## config.mk

```make
export PLATFORM = sky130hd
export DESIGN_NAME = bus_controller
export DESIGN_NICKNAME = d
export VERILOG_FILES = /design/src/rtl/soc_pkg.sv /design/src/rtl/bus_controller.sv
export SDC_FILE = /design/constraint.sdc
export NUM_CORES = 1
export LEC_CHECK = 0
export ABC_AREA = 1
export BUFFER_PORTS_ARGS = -buffer_cell sky130_fd_sc_hd__buf_4
export CAP_MARGIN = 20
export CELL_PAD_IN_SITES_DETAIL_PLACEMENT = 1
export CELL_PAD_IN_SITES_GLOBAL_PLACEMENT = 2
export CORE_AREA = 2 2 180 182
export CTS_CLUSTER_SIZE = 10
export DETAILED_ROUTE_END_ITERATION = 16
export DIE_AREA = 0 0 182 184
export PLACE_DENSITY_LB_ADDON = 0.08
export SLEW_MARGIN = 20
export SYNTH_ARGS = -nofsm -noshare
export SYNTH_HDL_FRONTEND = slang
export SYNTH_SLANG_ARGS = --single-unit
```

## constraint.sdc

```tcl
create_clock -name CLOCK_50 -period 21.2 [get_ports CLOCK_50]
set_input_delay 0 -clock CLOCK_50 [delete_from_list [all_inputs] [get_ports CLOCK_50]]
set_output_delay 0 -clock CLOCK_50 [all_outputs]
set_load 0.02 [all_outputs]
```

## src/rtl/soc_pkg.sv

```systemverilog
package soc_pkg;

    // bus data and address
    typedef logic [63:0] xlen_t;
    typedef logic [63:0] addr_t;

    // on-chip RAM storage
    typedef logic [31:0] word_t;
    typedef logic [9:0]  ram_index_t;

    // interrupt controller fields
    typedef logic [2:0] prio_t;
    // id 0 means no source
    typedef logic [2:0] irq_id_t;

    // load/store type as driven by the CPU
    // stores only use the first four codes
    typedef enum logic [2:0] {
        LS_B  = 3'b000,
        LS_H  = 3'b001,
        LS_W  = 3'b010,
        LS_D  = 3'b011,
        LS_BU = 3'b100,
        LS_HU = 3'b101,
        LS_WU = 3'b110
    } ls_type_t;

    // decoded bus target
    typedef enum logic [1:0] {
        TGT_NONE,
        TGT_RAM,
        TGT_PLIC
    } target_t;

    // RAM region
    localparam addr_t RAM_BASE  = 64'h0000_0000_8000_0000;
    localparam int    RAM_WORDS = 1024;
    // region size in bytes
    localparam addr_t RAM_SIZE  = addr_t'(RAM_WORDS * 4);

    // interrupt controller region
    localparam addr_t PLIC_BASE = 64'h0000_0000_0C00_0000;
    localparam addr_t PLIC_SIZE = 64'h40_0000;

    // offsets inside the interrupt controller
    // priorities sit at offset 4 * id below the pending word
    localparam addr_t PLIC_PENDING_OFS       = 64'h1000;
    localparam addr_t PLIC_ENABLE_OFS        = 64'h2000;
    localparam addr_t PLIC_CTX_ENABLE_STRIDE = 64'h80;
    localparam addr_t PLIC_THRESHOLD_OFS     = 64'h20_0000;
    localparam addr_t PLIC_CLAIM_OFS         = 64'h20_0004;
    localparam addr_t PLIC_CTX_STRIDE        = 64'h1000;

    // sources are ids 1 to 5
    localparam int NUM_SOURCES  = 5;
    // context 0 machine, context 1 supervisor
    localparam int NUM_CONTEXTS = 2;

endpackage

```

## src/rtl/bus_controller.sv

```systemverilog
module bus_controller (
    input  logic               CLOCK_50,
    input  logic               KEY0,
    // CPU side of the bus
    input  soc_pkg::addr_t     bus_address,
    input  soc_pkg::xlen_t     bus_write_data,
    input  soc_pkg::ls_type_t  bus_ls_type,
    input  logic               bus_read_enable,
    input  logic               bus_write_enable,
    output soc_pkg::xlen_t     bus_read_data,
    output logic               bus_read_done,
    output logic               bus_write_done,
    // shared target request lines
    output soc_pkg::addr_t     dev_offset,
    output soc_pkg::ls_type_t  dev_ls_type,
    output soc_pkg::xlen_t     dev_write_data,
    output logic               dev_write,
    // per-target strobes and answers
    output logic               ram_req,
    input  logic               ram_ack,
    input  soc_pkg::xlen_t     ram_read_data,
    output logic               plic_req,
    input  logic               plic_ack,
    input  soc_pkg::xlen_t     plic_read_data
);
    import soc_pkg::*;

    typedef enum logic [1:0] {
        IDLE,
        ISSUE,
        WAIT
    } state_t;

    state_t   state;
    // transfer held for the whole access
    addr_t    addr_q;
    ls_type_t ls_q;
    xlen_t    wdata_q;
    logic     write_q;
    target_t  target;
    logic     start;
    logic     dev_ack;
    xlen_t    ack_data;

    // one strobe starts a transfer, only seen while idle
    assign start = (state == IDLE) && (bus_read_enable || bus_write_enable);

    // region decode on the latched address
    always_comb begin
        if (addr_q >= RAM_BASE && addr_q < RAM_BASE + RAM_SIZE) begin
            target = TGT_RAM;
        end else if (addr_q >= PLIC_BASE && addr_q < PLIC_BASE + PLIC_SIZE) begin
            target = TGT_PLIC;
        end else begin
            target = TGT_NONE;
        end
    end

    // offset into the selected region
    always_comb begin
        case (target)
            TGT_RAM:  dev_offset = addr_q - RAM_BASE;
            TGT_PLIC: dev_offset = addr_q - PLIC_BASE;
            default:  dev_offset = '0;
        endcase
    end

    assign dev_ls_type    = ls_q;
    assign dev_write_data = wdata_q;
    assign dev_write      = write_q;

    // only the selected target ever acks
    assign dev_ack  = ram_ack || plic_ack;
    assign ack_data = ram_ack ? ram_read_data : plic_read_data;

    // capture address, type and data with the strobe
    always_ff @(posedge CLOCK_50) begin
        if (start) begin
            addr_q  <= bus_address;
            ls_q    <= bus_ls_type;
            wdata_q <= bus_write_data;
        end
    end

    always_ff @(posedge CLOCK_50 or negedge KEY0) begin
        if (!KEY0) begin
            state          <= IDLE;
            write_q        <= 1'b0;
            ram_req        <= 1'b0;
            plic_req       <= 1'b0;
            bus_read_data  <= '0;
            bus_read_done  <= 1'b1;
            bus_write_done <= 1'b1;
        end else begin
            // requests are single-cycle
            ram_req  <= 1'b0;
            plic_req <= 1'b0;
            case (state)
                IDLE: begin
                    if (start) begin
                        // read wins if both strobes come together
                        write_q <= !bus_read_enable;
                        if (bus_read_enable) begin
                            bus_read_done <= 1'b0;
                        end else begin
                            bus_write_done <= 1'b0;
                        end
                        state <= ISSUE;
                    end
                end
                ISSUE: begin
                    // unmapped address gets no request
                    ram_req  <= (target == TGT_RAM);
                    plic_req <= (target == TGT_PLIC);
                    state    <= WAIT;
                end
                WAIT: begin
                    // unmapped completes here with zero data
                    if (target == TGT_NONE || dev_ack) begin
                        if (write_q) begin
                            bus_write_done <= 1'b1;
                        end else begin
                            bus_read_data <= (target == TGT_NONE) ? '0 : ack_data;
                            bus_read_done <= 1'b1;
                        end
                        state <= IDLE;
                    end
                end
                default: state <= IDLE;
            endcase
        end
    end

endmodule

```

==> impl_metrics.yaml <==
finish:
  fin_cells: 1825
  multi_input_area_sq_um: 2375
  layout.nets: 1678
  drive_above_1_share_pct: 42.69
  fillCellCount: 3399
  final_util_pct: 49.59
  syn2layout_area_growth_pct: 82.19
  seqCellArea_sq_um: 5713
  fin_area_sq_um: 15570
placed_design:
  dp_hpwl_mm: 20.84
  placed_area_sq_um: 12160
  placed_cells: 1517
  place_congestion: 0.7113
  dpl_worst_slack_ns: 17.55
  io_buffers: 447
critical_path:
  r2r-end: "bus_read_data[55]"
  r2r_start: "addr_q[26]"
  startpoint: "addr_q[26]"
  crit_family: "buffers and inverters"
  crit_path_end_kind: "register"
  rr_worst_depth: 13
  cp.arrival_ns: 4.07
  rrSetupSlack_ns: 17.58
  crit_buf_inv: 5
  cp-endpoint: "bus_read_data[55]"
  crit_required_ns: 21.65
  cp.depth: 13
  crit_chain: "inv_1 -> ha_1 -> nand2_1 -> nor3_2 -> nand3_2 -> nand2_2 -> buf_4 -> a21oi_4 -> buf_4 -> clkinv_2 -> buf_4 -> nand2_1 -> nand2_1"
  cp-start-kind: "register"
  crit_fanout: 67
  worstSetupPathType: "register to register"
  slowest_stage: "buf_4"
  cp_slowest_stage_delay_ns: 0.78
die:
  die_h_um: 184
  die_w_um: 182
  placeableCoreArea_sq_um: 31390
  rows: 65
  io_pins: 465
  initial_utilization_pct: 27.22
  dieArea_sq_um: 33490
yosys:
  yosysWarnings: 0
  async_flop_share_pct: 35.15
  synth_area_sq_um: 8544
  synth_most_common_cell: "edfxtp_1"
  yosys.area.top_type: "edfxtp_1"
  syn_inst: 696
  ys_seq_area_share_pct: 66.86
  synth_commonest_cells: "edfxtp_1 (131), nand2_1 (112), nor2_1 (77), nand3_1 (73), dfrtp_1 (69)"
  ys.flop_type: "edfxtp_1"
  avgSynthCellArea_sq_um: 12.28
  ys_types: 29
  synth_enable_flop_cells: 131
  synth_seq_cells: 202
  synth_top_area_share_pct: 46.04
  ys_top_cells_by_area: "edfxtp_1 (46%), dfrtp_1 (20%), mux2_2 (8.4%), nand2_1 (4.9%), nand3_1 (4.3%)"
power_and_ir_drop:
  seqPwrFrac_pct: 42.8
  power.internal_mw: 0.9081
  pwr-share-clk_pct: 29.9
  power_mw: 1.305
  switching_share_pct: 30.39
  p_per_area_nw_per_um2: 83.80
  comb_power_share_pct: 27.3
  ir_worst_vdd_mv: 0.07000
  p_sw_mw: 0.3965
  p_leak_nw: 7.325
timing:
  finalSetupViolations: 0
  tightest_slew_ns: 1.012
  fmax_ghz: 0.2764
  final.period_utilization_pct: 17.06
  fin_skew_ns: 0.01037
  fin_setup_tns_ns: 0
  setup_slack_ns: 17.58
  slew_headroom_pct: 32.55
  hold_slack_ns: 0.08244
  drv_slew: 0
  hold_viol: 0
  min_period_ns: 3.617
  rsz0062_at_grt: "no"
cts:
  cts-root-buf: "clkbuf_16"
  clk_path_buf_depth: 3
  clock_sink_count: 202
  clk_pin_slew_ns: 0.06
  cts_buffers: 25
  h-tree-depth: 1
  cts_tree: "built"
  clk_latency_ns: 0.52
drt:
  wl_per_cell_um: 17.20
  drc: 0
  vias_per_cell: 4.235
  drt_iter0_drc: 261
  firstDrtPassIters: 4
  wirelength_mm: 31.40
  num_vias: 7729
  drtAntennaViolNets: 0
global_routing:
  grt_pass1_vias: 8602
  grt_max_degree: 76
  antenna_found_initial: 1
  grtUsageTotal_pct: 18.21
  grt_pass1_wl_mm: 48.15
  overflow: 0
status:
  status: "finished clean"
hold_path:
  min_from: "ram_ack"
  hp-class: "input pin to register"
flow_run:
  max-cap-violations: 0
[layout make-up]
type	instances	share of cell area [%]
inverters	44	1.069
clock inverters	4	0.2974
repair buffers	719	39.06
well taps	402	3.231
multi-input cells	416	15.25
flip-flops and latches	202	36.70
diodes	1	0.01607
clock buffers	37	4.372
[state kept, by name, indices dropped and copies added, names as in the netlist]
register        flops
state               2
dev_write           1
bus_read_done       1
bus_write_done      1
ram_req             1
addr_q             64
bus_read_data      64
dev_write_data     64
plic_req            1
dev_ls_type         3
[how the worst min path moves through the flow]
stage / to / slack [ns] / cells after the start
2_1_floorplan: bus_read_data[0] / -0.30 / 0
3_3_place_gp: dev_write_data[12] / 0.18 / 1
3_5_place_dp: addr_q[63] / 0.18 / 1
4_1_cts: state[1] / 0.09 / 4
5_1_grt: state[1] / 0.17 / 4
6_report: state[1] / 0.08 / 4
[logic make-up (layout without fill, tap and decap cells)]
group	after synthesis	in the layout	synth area share [%]
AO/OA/AOI/OAI	9	9	0.6150
adder cells (fa/ha/maj)	5	5	0.7322
buffers and inverters	94	804	6.311
flip-flops	202	202	66.86
multiplexers	64	64	8.435
other	1	18	0.04389
AND/OR/NAND/NOR	321	321	17.00
[what timing repair did]
item	CTS	global route
hold endpoints to repair	269	13
resized for setup	0	0
hold buffers	264	1
buffers inserted	0	0
endpoints found under the setup margin	0	0
[cells in the final DEF, fill, tap and decap left out, types with 5 or more instances in the layout]
| master | n |
|---|---|
| buf_4 | 453 |
| dlygate4sd3_1 | 265 |
| edfxtp_1 | 131 |
| nand2_1 | 112 |
| nor2_1 | 77 |
| nand3_1 | 73 |
| dfrtp_1 | 69 |
| mux2_2 | 64 |
| nand2_2 | 51 |
| inv_1 | 42 |
| clkbuf_16 | 25 |
| conb_1 | 17 |
| clkbuf_1 | 11 |
| ha_1 | 5 |
[power by group through the flow]
stage | registers (mW) | logic, mW | clock network [mW]
2_1_floorplan | 0.636 | 0.131 | 0
3_3_place_gp | 0.561 | 0.313 | 0
3_5_place_dp | 0.564 | 0.313 | 0
4_1_cts | 0.558 | 0.360 | 0.404
5_1_grt | 0.568 | 0.385 | 0.419
6_report | 0.559 | 0.356 | 0.390
[routing by layer]
layer	part of all wire, %	up-vias	GRT usage [%]
li1	-	3721	-
met1	38	3687	21.08
met2	53	281	34.29
met3	6.7	40	4.180
met4	1.7	0	3.677
met5	0	-	0
[tightest hold or removal path: stages]
cell     delay [ns]
buf_4          0.20
nor2_1         0.13
nand3_1        0.15
nand2_1        0.06
No activity file was read; power rests on OpenSTA's default activity.
