[config.mk]
export PLATFORM = sky130hd
export DESIGN_NAME = plic
export DESIGN_NICKNAME = d
export VERILOG_FILES = /design/src/rtl/soc_pkg.sv /design/src/rtl/plic.sv
export SDC_FILE = /design/constraint.sdc
export NUM_CORES = 1
export LEC_CHECK = 0
export BUFFER_PORTS_ARGS = -buffer_cell sky130_fd_sc_hd__buf_2
export CORE_MARGIN = 2
export CORE_UTILIZATION = 42
export CTS_CLUSTER_DIAMETER = 80
export CTS_CLUSTER_SIZE = 28
export DETAILED_ROUTE_END_ITERATION = 7
export PLACE_DENSITY_LB_ADDON = 0.12
export RECOVER_POWER = 100
export SLEW_MARGIN = 0
export SYNTH_ARGS = -nofsm -noshare
export SYNTH_HDL_FRONTEND = slang
export SYNTH_SLANG_ARGS = --single-unit
export TNS_END_PERCENT = 50
[constraint.sdc]
create_clock -name CLOCK_50 -period 7.32 [get_ports CLOCK_50]
set_input_delay 0.366 -clock CLOCK_50 [delete_from_list [all_inputs] [get_ports CLOCK_50]]
set_output_delay 0.366 -clock CLOCK_50 [all_outputs]
set_load 0.05 [all_outputs]
[src/rtl/soc_pkg.sv]
package soc_pkg;

    // bus data and address
    typedef logic [63:0] xlen_t;
    typedef logic [63:0] addr_t;

    // on-chip RAM storage
    typedef logic [31:0] word_t;
    typedef logic [9:0]  ram_index_t;

    // interrupt controller fields
    typedef logic [2:0] prio_t;
    // id 0 means no source
    typedef logic [2:0] irq_id_t;

    // load/store type as driven by the CPU
    // stores only use the first four codes
    typedef enum logic [2:0] {
        LS_B  = 3'b000,
        LS_H  = 3'b001,
        LS_W  = 3'b010,
        LS_D  = 3'b011,
        LS_BU = 3'b100,
        LS_HU = 3'b101,
        LS_WU = 3'b110
    } ls_type_t;

    // decoded bus target
    typedef enum logic [1:0] {
        TGT_NONE,
        TGT_RAM,
        TGT_PLIC
    } target_t;

    // RAM region
    localparam addr_t RAM_BASE  = 64'h0000_0000_8000_0000;
    localparam int    RAM_WORDS = 1024;
    // region size in bytes
    localparam addr_t RAM_SIZE  = addr_t'(RAM_WORDS * 4);

    // interrupt controller region
    localparam addr_t PLIC_BASE = 64'h0000_0000_0C00_0000;
    localparam addr_t PLIC_SIZE = 64'h40_0000;

    // offsets inside the interrupt controller
    // priorities sit at offset 4 * id below the pending word
    localparam addr_t PLIC_PENDING_OFS       = 64'h1000;
    localparam addr_t PLIC_ENABLE_OFS        = 64'h2000;
    localparam addr_t PLIC_CTX_ENABLE_STRIDE = 64'h80;
    localparam addr_t PLIC_THRESHOLD_OFS     = 64'h20_0000;
    localparam addr_t PLIC_CLAIM_OFS         = 64'h20_0004;
    localparam addr_t PLIC_CTX_STRIDE        = 64'h1000;

    // sources are ids 1 to 5
    localparam int NUM_SOURCES  = 5;
    // context 0 machine, context 1 supervisor
    localparam int NUM_CONTEXTS = 2;

endpackage

[src/rtl/plic.sv]
module plic (
    input  logic                            CLOCK_50,
    input  logic                            KEY0,
    input  soc_pkg::addr_t                  dev_offset,
    input  soc_pkg::xlen_t                  dev_write_data,
    input  logic                            dev_write,
    input  logic                            plic_req,
    // level sources, already synchronous
    input  logic [soc_pkg::NUM_SOURCES:1]   irq_sources,
    output logic                            plic_ack,
    output soc_pkg::xlen_t                  plic_read_data,
    output logic                            ext_irq_m,
    output logic                            ext_irq_s
);
    import soc_pkg::*;

    // register file
    prio_t                  src_prio [1:NUM_SOURCES];
    logic [NUM_SOURCES:1]   pending;
    logic [NUM_SOURCES:1]   enable [NUM_CONTEXTS];
    prio_t                  threshold [NUM_CONTEXTS];

    // edge capture
    logic [NUM_SOURCES:1]   src_q;
    logic [NUM_SOURCES:1]   src_rise;
    logic [NUM_SOURCES:1]   pending_next;

    // arbitration results
    prio_t                  best [NUM_CONTEXTS];
    irq_id_t                claim_id [NUM_CONTEXTS];

    // register decode
    irq_id_t                prio_id;
    logic                   prio_ok;
    logic                   pending_hit;
    logic [NUM_CONTEXTS-1:0] enable_hit;
    logic [NUM_CONTEXTS-1:0] thresh_hit;
    logic [NUM_CONTEXTS-1:0] claim_hit;
    xlen_t                  rd_value;

    assign src_rise = irq_sources & ~src_q;

    // priority words at 4 * id, id 0 not backed
    assign prio_id     = dev_offset[4:2];
    assign prio_ok     = (dev_offset[63:5] == '0) && (prio_id != '0) && (prio_id <= NUM_SOURCES);
    assign pending_hit = (dev_offset == PLIC_PENDING_OFS);

    always_comb begin
        for (int c = 0; c < NUM_CONTEXTS; c++) begin
            enable_hit[c] = dev_offset == PLIC_ENABLE_OFS + addr_t'(c) * PLIC_CTX_ENABLE_STRIDE;
            thresh_hit[c] = dev_offset == PLIC_THRESHOLD_OFS + addr_t'(c) * PLIC_CTX_STRIDE;
            claim_hit[c]  = dev_offset == PLIC_CLAIM_OFS + addr_t'(c) * PLIC_CTX_STRIDE;
        end
    end

    // highest enabled pending source above threshold
    // strict compare keeps ties on the lowest id
    always_comb begin
        for (int c = 0; c < NUM_CONTEXTS; c++) begin
            best[c]     = threshold[c];
            claim_id[c] = '0;
            for (int s = 1; s <= NUM_SOURCES; s++) begin
                if (pending[s] && enable[c][s] && src_prio[s] > best[c]) begin
                    best[c]     = src_prio[s];
                    claim_id[c] = irq_id_t'(s);
                end
            end
        end
    end

    assign ext_irq_m = (claim_id[0] != '0);
    assign ext_irq_s = (claim_id[1] != '0);

    // claim read drops the pending bit, a new edge sets it again
    always_comb begin
        pending_next = pending;
        if (plic_req && !dev_write) begin
            for (int c = 0; c < NUM_CONTEXTS; c++) begin
                if (claim_hit[c] && claim_id[c] != '0) begin
                    pending_next[claim_id[c]] = 1'b0;
                end
            end
        end
        pending_next = pending_next | src_rise;
    end

    // read mux, bit 0 of bitmaps is the unused id 0
    always_comb begin
        rd_value = '0;
        if (prio_ok) begin
            rd_value = xlen_t'(src_prio[prio_id]);
        end
        if (pending_hit) begin
            rd_value = xlen_t'({pending, 1'b0});
        end
        for (int c = 0; c < NUM_CONTEXTS; c++) begin
            if (enable_hit[c]) begin
                rd_value = xlen_t'({enable[c], 1'b0});
            end
            if (thresh_hit[c]) begin
                rd_value = xlen_t'(threshold[c]);
            end
            if (claim_hit[c]) begin
                rd_value = xlen_t'(claim_id[c]);
            end
        end
    end

    always_ff @(posedge CLOCK_50) begin
        if (plic_req) begin
            plic_read_data <= rd_value;
        end
    end

    always_ff @(posedge CLOCK_50 or negedge KEY0) begin
        if (!KEY0) begin
            plic_ack <= 1'b0;
            src_q    <= '0;
            pending  <= '0;
            for (int s = 1; s <= NUM_SOURCES; s++) begin
                src_prio[s] <= '0;
            end
            for (int c = 0; c < NUM_CONTEXTS; c++) begin
                enable[c]    <= '0;
                threshold[c] <= '0;
            end
        end else begin
            plic_ack <= plic_req;
            src_q    <= irq_sources;
            pending  <= pending_next;
            // pending and claim writes fall through unused
            if (plic_req && dev_write) begin
                if (prio_ok) begin
                    src_prio[prio_id] <= dev_write_data[2:0];
                end
                for (int c = 0; c < NUM_CONTEXTS; c++) begin
                    if (enable_hit[c]) begin
                        enable[c] <= dev_write_data[NUM_SOURCES:1];
                    end
                    if (thresh_hit[c]) begin
                        threshold[c] <= dev_write_data[2:0];
                    end
                end
            end
        end
    end

endmodule

==> results.md, run 1 <==
* Crit Path Max Fanout at 4
* I/O Buffers at 87
* Layout cells sized above 1 at 31.18%
* Async SR Flop Fraction at 87.50%
* Critical path arrival at 6780 ps
* Post-synth top cells: buf_4, dfrtp_1, inv_1
* Clk_skew at 12.95 ps
* Fin nets at 720
* Post-route ant nets at 0
* RSZ-0062 raised after global routing: yes
* Worst-Margin Slew at 2331 ps
* Area of the multi-input gates at 0.002475 sq mm
* Die Wd at 101.8 um
* Final Routed Wirelength at 11700 um
* Share of the synthesized area in the top cell type at 26.15%
* Hold-fix buffers, CTS at 0
* Worst path slowest cell: dfrtp_2
* Die footprint at 0.01037 sq mm
* Post-synth EDFFs at 6
* Ys Warns at 0
* Total GRT Usage at 22.39%
* TritonRoute pass-1 iters at 4
* Iteration-0 DRC Markers at 162
* CTS Buf Count at 5
* Gate Count Post-Synth at 440
* Most common cell in the netlist: buf_4
* Crit. End Element: output port
* Final min period at 7148 ps
* Core area at 0.009284 sq mm
* Post-DP HPWL at 9119 um
* Avg WL per Cell at 17.03 um
* Worst Setup Start Kind: register
* Post-route DRC at 0
* Layout fillers at 947
* Fmax at 139.9 MHz
* Synth Area per Inst at 9.134 sq um
* CP Class: register to output port
* Via Count at 3618
* Leakage power at 0.002332 uW
* Status: complete, but fails checks
* Worst path max stage delay at 470 ps
* Dominant synthesized flop cell: dfrtp_1
* Area growth syn-to-layout at 18.99%
* Overflow after GRT at 0
* Clock-pin slew on the worst setup and hold paths at 100 ps
* Pins Over Slew Limit at 43
* Endpoints failing hold at 0
* Initial core utilization at 43.29%
* Vias in the first global route at 3394
* Htree depth at 2
* Min-Delay Path Class: primary input to register
* CTS tree: yes
* Synth area leaders: dfrtp_1, buf_4, mux2_2, ha_1, edfxtp_1
* RD Place Congestion at 0.9379
* Sequential-to-total area share from yosys stat at 30.64%
* Chip Height at 101.8 um
* Failing checks: max-capacitance violations, max-slew violations
* DR vias/cell at 5.266
* Pwr/cell area at 123.2 mW/mm^2
* Max Cap Viol at 1
* Top Ports at 204
* Period utilization at 97.66%
* Largest net degree at the start of global routing at 43
* Antenna diodes at 0
* Mapped cell area at 0.004019 sq mm
* Clock root buffer: clkbuf_8
* VDD IR max at 0.00005489 V
* Antenna violations before repair at 0
* Final setup viols at 0
* Clk buf depth at 2
* TNS Setup at 0 ps
* Most area-hungry cell type in the Yosys netlist: dfrtp_1
* Clock Latency Late Sink at 310 ps
* Required time of the critical path at 6950 ps
* Slew HR at -55.41%
* Synth Register Bits at 48
* Netlist cell types at 60
* Register area at 0.001232 sq mm
* Clock Sinks at 48
* First-pass GRT wire length at 17530 um
* Final core utilization at 51.51%
* Core Rows at 35
## power by group
part	switching (uW)	internal [uW]
sequential	0.835	273
clock	94.4	102
combinational	98.8	20.7
## per-stage QoR
step / total power (uW) / setup slack [ps] / hold WS [ps] / cell area (sq um) / instances
global placement: 398.5 / 230.2 / 407.5 / 4483 / 665
detailed placement: 399.4 / 160.2 / 423.5 / 4483 / 665
floorplan: 388.4 / 79.76 / 70.41 / 4233 / 497
CTS: 598.2 / 37.21 / 163.8 / 4614 / 673
global route: 613.0 / -181.8 / 160.2 / 4782 / 687
finish: 589.1 / 171.6 / 166.1 / 4782 / 687
## critical path, delay by kind of cell (launching register included)
family / cells / cell delay (ps)
mux: 4 / 1190
buf+inv: 8 / 1020
simple gates: 2 / 200
flops: 1 / 470
compound gates: 15 / 2460
fa+ha+maj: 5 / 1110
## routing by layer
| layer | up-vias | track usage [%] | part of all wire [%] |
|---|---|---|---|
| li1 | 1728 | - | - |
| met1 | 1683 | 29.18 | 43 |
| met2 | 177 | 36.79 | 46 |
| met3 | 30 | 4.104 | 8.3 |
| met4 | 0 | 9.128 | 2.9 |
| met5 | - | 0 | 0 |
## final timing paths
path / startpoint / endpoint / slack (ps) / cells past startpoint
max in group asynchronous: KEY0 / src_prio[13] / 5070 / 1
setup reg to reg: src_prio[13] / pending[1] / 300 / 33
hold reg to reg: src_q[4] / pending[4] / 430 / 1
min in group asynchronous: KEY0 / plic_ack / 740 / 1
setup / recovery: src_prio[13] / ext_irq_s / 170 / 34
hold / removal: irq_sources[2] / src_q[2] / 170 / 1
## flip-flops by register name (all words and copies together), names as in the netlist
signal / count
src_prio: 15
enable: 10
plic_read_data: 6
threshold: 6
pending: 5
src_q: 5
plic_ack: 1
## area by class of cell
type | instances | area share (%)
multi-input combinational | 347 | 51.75
sequential | 48 | 25.77
timing repair buffer | 117 | 13.87
tap | 129 | 3.375
inverter | 38 | 2.983
clock buffer | 6 | 1.518
clock inverter | 2 | 0.7326
## cells by family after synthesis
logic type / count (synthesis) / synth area share (%)
AOI/OAI and AO/OA: 101 / 17.15
DFF: 48 / 30.64
and+or+nand+nor: 117 / 16.47
muxes: 44 / 12.14
other: 1 / 0.09331
adders and majority gates: 27 / 8.344
buffers and inverters: 102 / 15.16
## cells in the final DEF, fill, tap and decap left out, drive strengths merged, types with 4 or more instances in the layout
cell,instances
nand2,36
edfxtp,6
a21o,6
mux2,32
a311oi,6
mux2i,12
a21oi,13
clkbuf,17
conb,58
a22oi,6
nand2b,4
nand4,8
nor2b,9
nor3,8
nor4,16
nand3,6
a31oi,4
inv,38
a32oi,5
buf,106
o21ai,35
nor2,15
ha,26
dfrtp,42
## timing repair
action / 4_1_cts / 5_1_grt
buffers inserted: 0 / 14
endpoints found under the hold margin: 0 / 0
gates resized for setup: 7 / 20
pin swaps: 0 / 7
setup endpoints to repair: 2 / 9
(Power assumes the default switching activity.)
==> inputs of run 2 (changes only) <==
Settings changed: PLACE_DENSITY from default to 0.88, PLACE_DENSITY_LB_ADDON 0.12 to default.
==> results.md, run 2 (same netlist as run 1, synthesis figures left out) <==
* Status: complete, but fails checks
* Failing checks: max-capacitance violations, max-slew violations
* Most flops, register: src_prio
* Worst-Margin Slew at 2292 ps (-39.10 ps)
* Hold Path Depth at 1 (unchanged)
* Core area at 0.009284 sq mm (unchanged)
* RD Place Congestion at 0.9509 (+1.4%)
* Leading cell type in the layout, fill and taps excluded: buf_2
* Final Routed Wirelength at 11620 um (-0.67%)
* Pins Over Slew Limit at 43 (unchanged)
* Layout cells sized above 1 at 33.57% (+2.4 points)
* Met3 usage at 3.762% (-0.34 points)
* Final setup viols at 0 (unchanged)
* Final worst setup slack at 88.42 ps (-83.17 ps)
* Met2 Use GR at 37.40% (+0.61 points)
* Largest net degree at the start of global routing at 43 (unchanged)
* GR peak layer: met2
* Worst Setup Start Kind: register
* Worst path max stage delay at 440 ps (-30 ps)
* Fmax at 138.3 MHz (-1.2%)
* Max Cap Viol at 1 (unchanged)
* Period utilization at 98.79% (+1.1 points)
* Worst hold path startpoint: irq_sources[3]
* Post-route DRC at 0 (unchanged)
* Crit. End Element: register
* Antenna violations before repair at 0 (unchanged)
* Clock Latency Late Sink at 320 ps (about the same)
* Required time of the critical path at 7530 ps (+580 ps)
* Critical path arrival at 7440 ps (+660 ps)
* Min-Delay Path Class: primary input to register
* Clock Sinks at 48 (unchanged)
* DR vias/cell at 5.427 (+3.0%)
* Largest regs: src_prio: 15 flops, enable: 10 flops
* Antenna diodes at 0 (unchanged)
* TritonRoute pass-1 iters at 5 (+1)
* Crit Path Max Fanout at 4 (unchanged)
* Die footprint at 0.01037 sq mm (unchanged)
* Iteration-0 DRC Markers at 292 (+80%)
* Clock root buffer: clkbuf_8
* Avg WL per Cell at 16.87 um (-0.96%)
* Slew HR at -52.80% (+2.6 points)
* Worst Hold End: src_q[3]
* Max reg flops at 15 (unchanged)
* Post-route ant nets at 0 (unchanged)
* RSZ-0062 raised after global routing: yes
* Worst path slowest cell: dfrtp_1
* Initial core utilization at 43.29% (unchanged)
* Core Rows at 35 (unchanged)
* Vias in the first global route at 3564 (+5.0%)
* CTS tree: yes
* Pwr/cell area at 115.9 mW/mm^2 (-5.9%)
* Worst reg2reg path depth at 34 (+3.0%)
* Via Count at 3739 (+3.3%)
* Leakage power at 0.002341 uW (+0.37%)
* Area growth syn-to-layout at 21.58%
* Overflow after GRT at 0 (unchanged)
* Most frequent cells in the layout: buf_2, conb_1, dfrtp_1
* Endpoints failing hold at 0 (unchanged)
* Placed instance count at 656 (-1.4%)
* First-pass GRT wire length at 17450 um (-0.43%)
* Fin nets at 722 (+0.28%)
* Clk buf depth at 2 (unchanged)
* Top Ports at 204 (unchanged)
* Post-DP HPWL at 8813 um (-3.4%)
* Final min period at 7232 ps (+83.17 ps)
* WHS at 157.0 ps (-9.094 ps)
* Final Non-Filler Cells at 689 (+0.29%)
* R2R setup slack at 90 ps (-210 ps)
* Clock-pin slew on the worst setup and hold paths at 100 ps (about the same)
* Worst slack, placed at -118.8 ps (-279.1 ps)
* VDD IR max at 0.00006641 V (+21%)
* CTS Buf Count at 5 (unchanged)
* Hold-fix buffers, CTS at 0 (unchanged)
* Reg2reg end: pending[1]
* I/O Buffers at 87 (unchanged)
* Chip Height at 101.8 um (unchanged)
* Htree depth at 2 (unchanged)
* Clk_skew at 15.26 ps (+2.312 ps)
* Met1 Use GR at 27.09% (-2.1 points)
* RR Startpoint: threshold[1]
* Die Wd at 101.8 um (unchanged)
* TNS Setup at 0 ps (unchanged)
* Total GRT Usage at 21.71% (-0.69 points)
* CP Class: register to register
run 2: cell count changes in the layout (fill, tap and decap cells not counted), moves of 2 or more:
cell     change
mux2_2       -5
a21oi_1      -3
inv_1        -2
mux2_4       +5
buf_6        -2
mux2i_1      -2
a21oi_2      +2
ha_4         +4
mux2i_2      +2
inv_2        +2
buf_4        +3
ha_1         -5
run 2: metal layers:
metal  vias up  routed length [um]
met5         -                   0
met4         0                 353
met3        32                 986
met2       246                5790
met1      1734                4492
li1       1727                   -
run 2: worst max path at each step:
stage	start	endpoint	slack [ps]	cells after the start
5_1_grt	threshold[1]	pending[1]	-180	34
2_1_floorplan	src_prio[13]	pending[1]	80	32
4_1_cts	src_prio[13]	ext_irq_s	8	34
3_5_place_dp	src_prio[13]	ext_irq_s	-120	33
3_3_place_gp	src_prio[13]	ext_irq_s	80	31
6_report	threshold[1]	pending[1]	90	34
run 2: cell type report:
| type | instances | area, sq um |
|---|---|---|
| clock buffer | 7 | 86.33 |
| clock inverter | 1 | 8.758 |
| fill | 842 | 4398 |
| inverter | 38 | 142.6 |
| multi-input combinational | 347 | 2585 |
| sequential | 48 | 1232 |
| tap | 129 | 161.4 |
| timing repair buffer | 119 | 669.4 |
run 2: critical path, delay by kind of cell, from the launching register on:
family                     cells  cell delay (ps)
AOI/OAI and AO/OA             15             2710
adders and majority gates      5             1250
buffers and inverters          9             1190
DFF                            1              440
muxes                          4             1150
and+or+nand+nor                1              400
run 2: stage by stage:
| stage | util [%] | cell area (sq um) | total power, uW |
|---|---|---|---|
| floorplan | - | 4233 | 388.4 |
| CTS | 49.31 | 4578 | 568.5 |
| global placement | 47.56 | 4415 | 396.1 |
| finish | 52.63 | 4886 | 566.4 |
| detailed placement | 47.56 | 4415 | 397.9 |
| global route | 52.63 | 4886 | 587.7 |
run 2: repair_timing:
action,CTS,global route
pin swaps,2,13
endpoints found under the setup margin,4,9
buffers inserted,3,22
endpoints found under the hold margin,0,0
resized for setup,12,32
run 2: report_power, final:
part           internal, uW  total [uW]  leakage, uW  switching (uW)
sequential              273         274     0.000551           0.908
clock                  77.7         174    0.0000484            96.7
combinational          20.5         118      0.00174            97.8
==> inputs of run 3 (changes only) <==
Settings changed: CORE_MARGIN 2 to default, PLACE_DENSITY 0.88 to 0.9.
Clock period 7.32 ns to 6 ns, I/O delays scaled along.
==> results.md, run 3 (same netlist as run 1, synthesis figures left out) <==
* Status: complete, but fails checks
* Failing checks: max-capacitance violations, max-slew violations, negative setup slack
* RR Startpoint: src_prio[13]
* Clock root buffer: clkbuf_8
* Worst Setup Start Kind: register
* Pins Over Slew Limit at 43 (unchanged)
* Max reg flops at 15 (unchanged)
* VDD IR max at 0.00008403 V (+27%)
* Setup crit end: ext_irq_m
* Fmax at 148.2 MHz
* Crit Path Max Fanout at 3 (-1)
* Chip Height at 99.82 um (-2.0%)
* Vias in the first global route at 3797 (+6.5%)
* Iteration-0 DRC Markers at 275 (-5.8%)
* Antenna diodes at 0 (unchanged)
* Worst reg2reg path depth at 32 (-5.9%)
* Reg2reg end: pending[1]
* WHS at 110.3 ps (-46.67 ps)
* CTS tree: yes
* Routed metal-1 wire length at 5211 um (+16%)
* Final Routed Wirelength at 12170 um (+4.7%)
* R2R setup slack at -660 ps (-750 ps)
* Final setup viols at 10 (+10)
* Avg WL per Cell at 16.69 um (-1.0%)
* Post-DP HPWL at 9296 um (+5.5%)
* CP Class: register to output port
* Core area at 0.009240 sq mm (-0.47%)
* Clk buf depth at 2 (unchanged)
* Slew HR at -54.25% (-1.4 points)
* Max Cap Viol at 1 (unchanged)
* TritonRoute pass-1 iters at 5 (unchanged)
* Min-Delay Path Class: primary input to register
* Worst-Margin Slew at 2314 ps (+21.71 ps)
* WL met3 at 686 um (-30%)
* RSZ-0062 raised after global routing: yes
* Layout cells sized above 1 at 40.50% (+6.9 points)
* Largest net degree at the start of global routing at 43 (unchanged)
* Final worst setup slack at -747.4 ps (-835.8 ps)
* Hold-fix buffers, CTS at 0 (unchanged)
* Clk_skew at 3.044 ps (-12.22 ps)
* Via Count at 3942 (+5.4%)
* Critical path arrival at 6450 ps (-990 ps)
* Leakage power at 0.002556 uW (+9.2%)
* Leading cell type in the layout, fill and taps excluded: buf_2
* Total GRT Usage at 24.14% (+2.4 points)
* Period utilization at 112.5%
* Most flops, register: src_prio
* Largest regs: src_prio: 15 flops, enable: 10 flops
* Most frequent cells in the layout: buf_2, buf_4, conb_1
* Crit. End Element: output port
* Top Metal Used: met4
* Fin nets at 762 (+5.5%)
* CTS Buf Count at 5 (unchanged)
* Final core utilization at 57.68% (+5.1 points)
* Htree depth at 2 (unchanged)
* Initial core utilization at 43.49% (+0.21 points)
* Post-route DRC at 0 (unchanged)
* Final min period at 6747 ps
* Pwr/cell area at 134.2 mW/mm^2 (+16%)
* Clock Sinks at 48 (unchanged)
* CP dominant cell by count: nand3_1
* Top Ports at 204 (unchanged)
* Hold Path Depth at 1 (unchanged)
* Overflow after GRT at 0 (unchanged)
* Worst path max stage delay at 430 ps (about the same)
* Post-route ant nets at 0 (unchanged)
* Die Wd at 99.82 um (-2.0%)
* Met2 Wirelength at 5963 um (+3.0%)
* DR vias/cell at 5.407 (-0.36%)
* Required time of the critical path at 5700 ps (-1830 ps)
* Clock Latency Late Sink at 300 ps (-20 ps)
* Endpoints failing hold at 0 (unchanged)
* Worst path slowest cell: dfrtp_1
* Clock-pin slew on the worst setup and hold paths at 90 ps (about the same)
* Worst Setup SP: src_prio[14]
* I/O Buffers at 87 (unchanged)
* First-pass GRT wire length at 18810 um (+7.8%)
* Die footprint at 0.009964 sq mm (-3.9%)
* RD Place Congestion at 0.9403 (-1.1%)
* Area growth syn-to-layout at 32.63%
* Antenna violations before repair at 0 (unchanged)
* Core Rows at 35 (unchanged)
==> run 3: changes by cell type in the layout (fill, tap and decap cells not counted), sizes merged <==
| cell | before | now |
|---|---|---|
| clkbuf | 20 | 16 |
| bufinv | 0 | 1 |
| buf | 106 | 148 |
| clkinvlp | 0 | 1 |
==> run 3: timing repair <==
action | in CTS | in global routing
gates cloned | 0 | 0
setup buffers | 16 | 6
hold endpoints to repair | 0 | 0
endpoints found under the setup margin | 10 | 10
resized for setup | 35 | 8
pin swaps | 27 | 10
==> run 3: layer usage <==
layer	vias to the layer above	track usage, %
met3	32	3.830
met4	0	8.824
met1	1906	30.61
li1	1806	-
met2	198	41.49
met5	-	0
==> run 3: worst min-delay path by stage <==
stage,start,end
4_1_cts,irq_sources[5],src_q[5]
2_1_floorplan,KEY0,enable[0]
5_1_grt,irq_sources[5],src_q[5]
3_3_place_gp,src_q[5],pending[5]
3_5_place_dp,irq_sources[2],src_q[2]
6_report,irq_sources[5],src_q[5]
==> run 3: through the flow <==
| stage | instances | setup TNS (ps) | setup WS [ps] | area, sq um | power [uW] |
|---|---|---|---|---|---|
| after floorplan | 497 | -3968 | -715.5 | 4399 | 473.8 |
| after global placement | 699 | -5531 | -823.7 | 4905 | 483.1 |
| after detailed placement | 699 | -7028 | -898.7 | 4905 | 485.6 |
| after CTS | 723 | -5242 | -677.9 | 5249 | 721.0 |
| after global routing | 729 | -8751 | -992.5 | 5330 | 742.0 |
| final | 729 | -5598 | -747.4 | 5330 | 715.2 |
==> run 3: cell type report <==
type	count	area, sq um
Clock inverter	3	42.54
Multi-Input combinational cell	347	2700
Timing Repair Buffer	159	982.2
Fill cell	780	3910
Sequential cell	48	1232
Clock buffer	5	68.82
Tap cell	129	161.4
Inverter	38	142.6
==> run 3: report_power, final <==
group / leakage [uW] / internal (uW) / total, uW / switching, uW
Clock: 0.0000541 / 123 / 236 / 113
Combinational: 0.00195 / 25.2 / 145 / 120
Sequential: 0.000551 / 333 / 334 / 1.14
==> run 3: worst max-delay path, delay by kind of cell, from the launching register on <==
| kind | cells | cell delay (ps) |
|---|---|---|
| buffers and inverters | 3 | 520 |
| multiplexers | 3 | 980 |
| AO/OA/AOI/OAI | 8 | 1440 |
| flip-flops | 1 | 430 |
| AND/OR/NAND/NOR | 13 | 1380 |
| adder cells (fa/ha/maj) | 5 | 1410 |
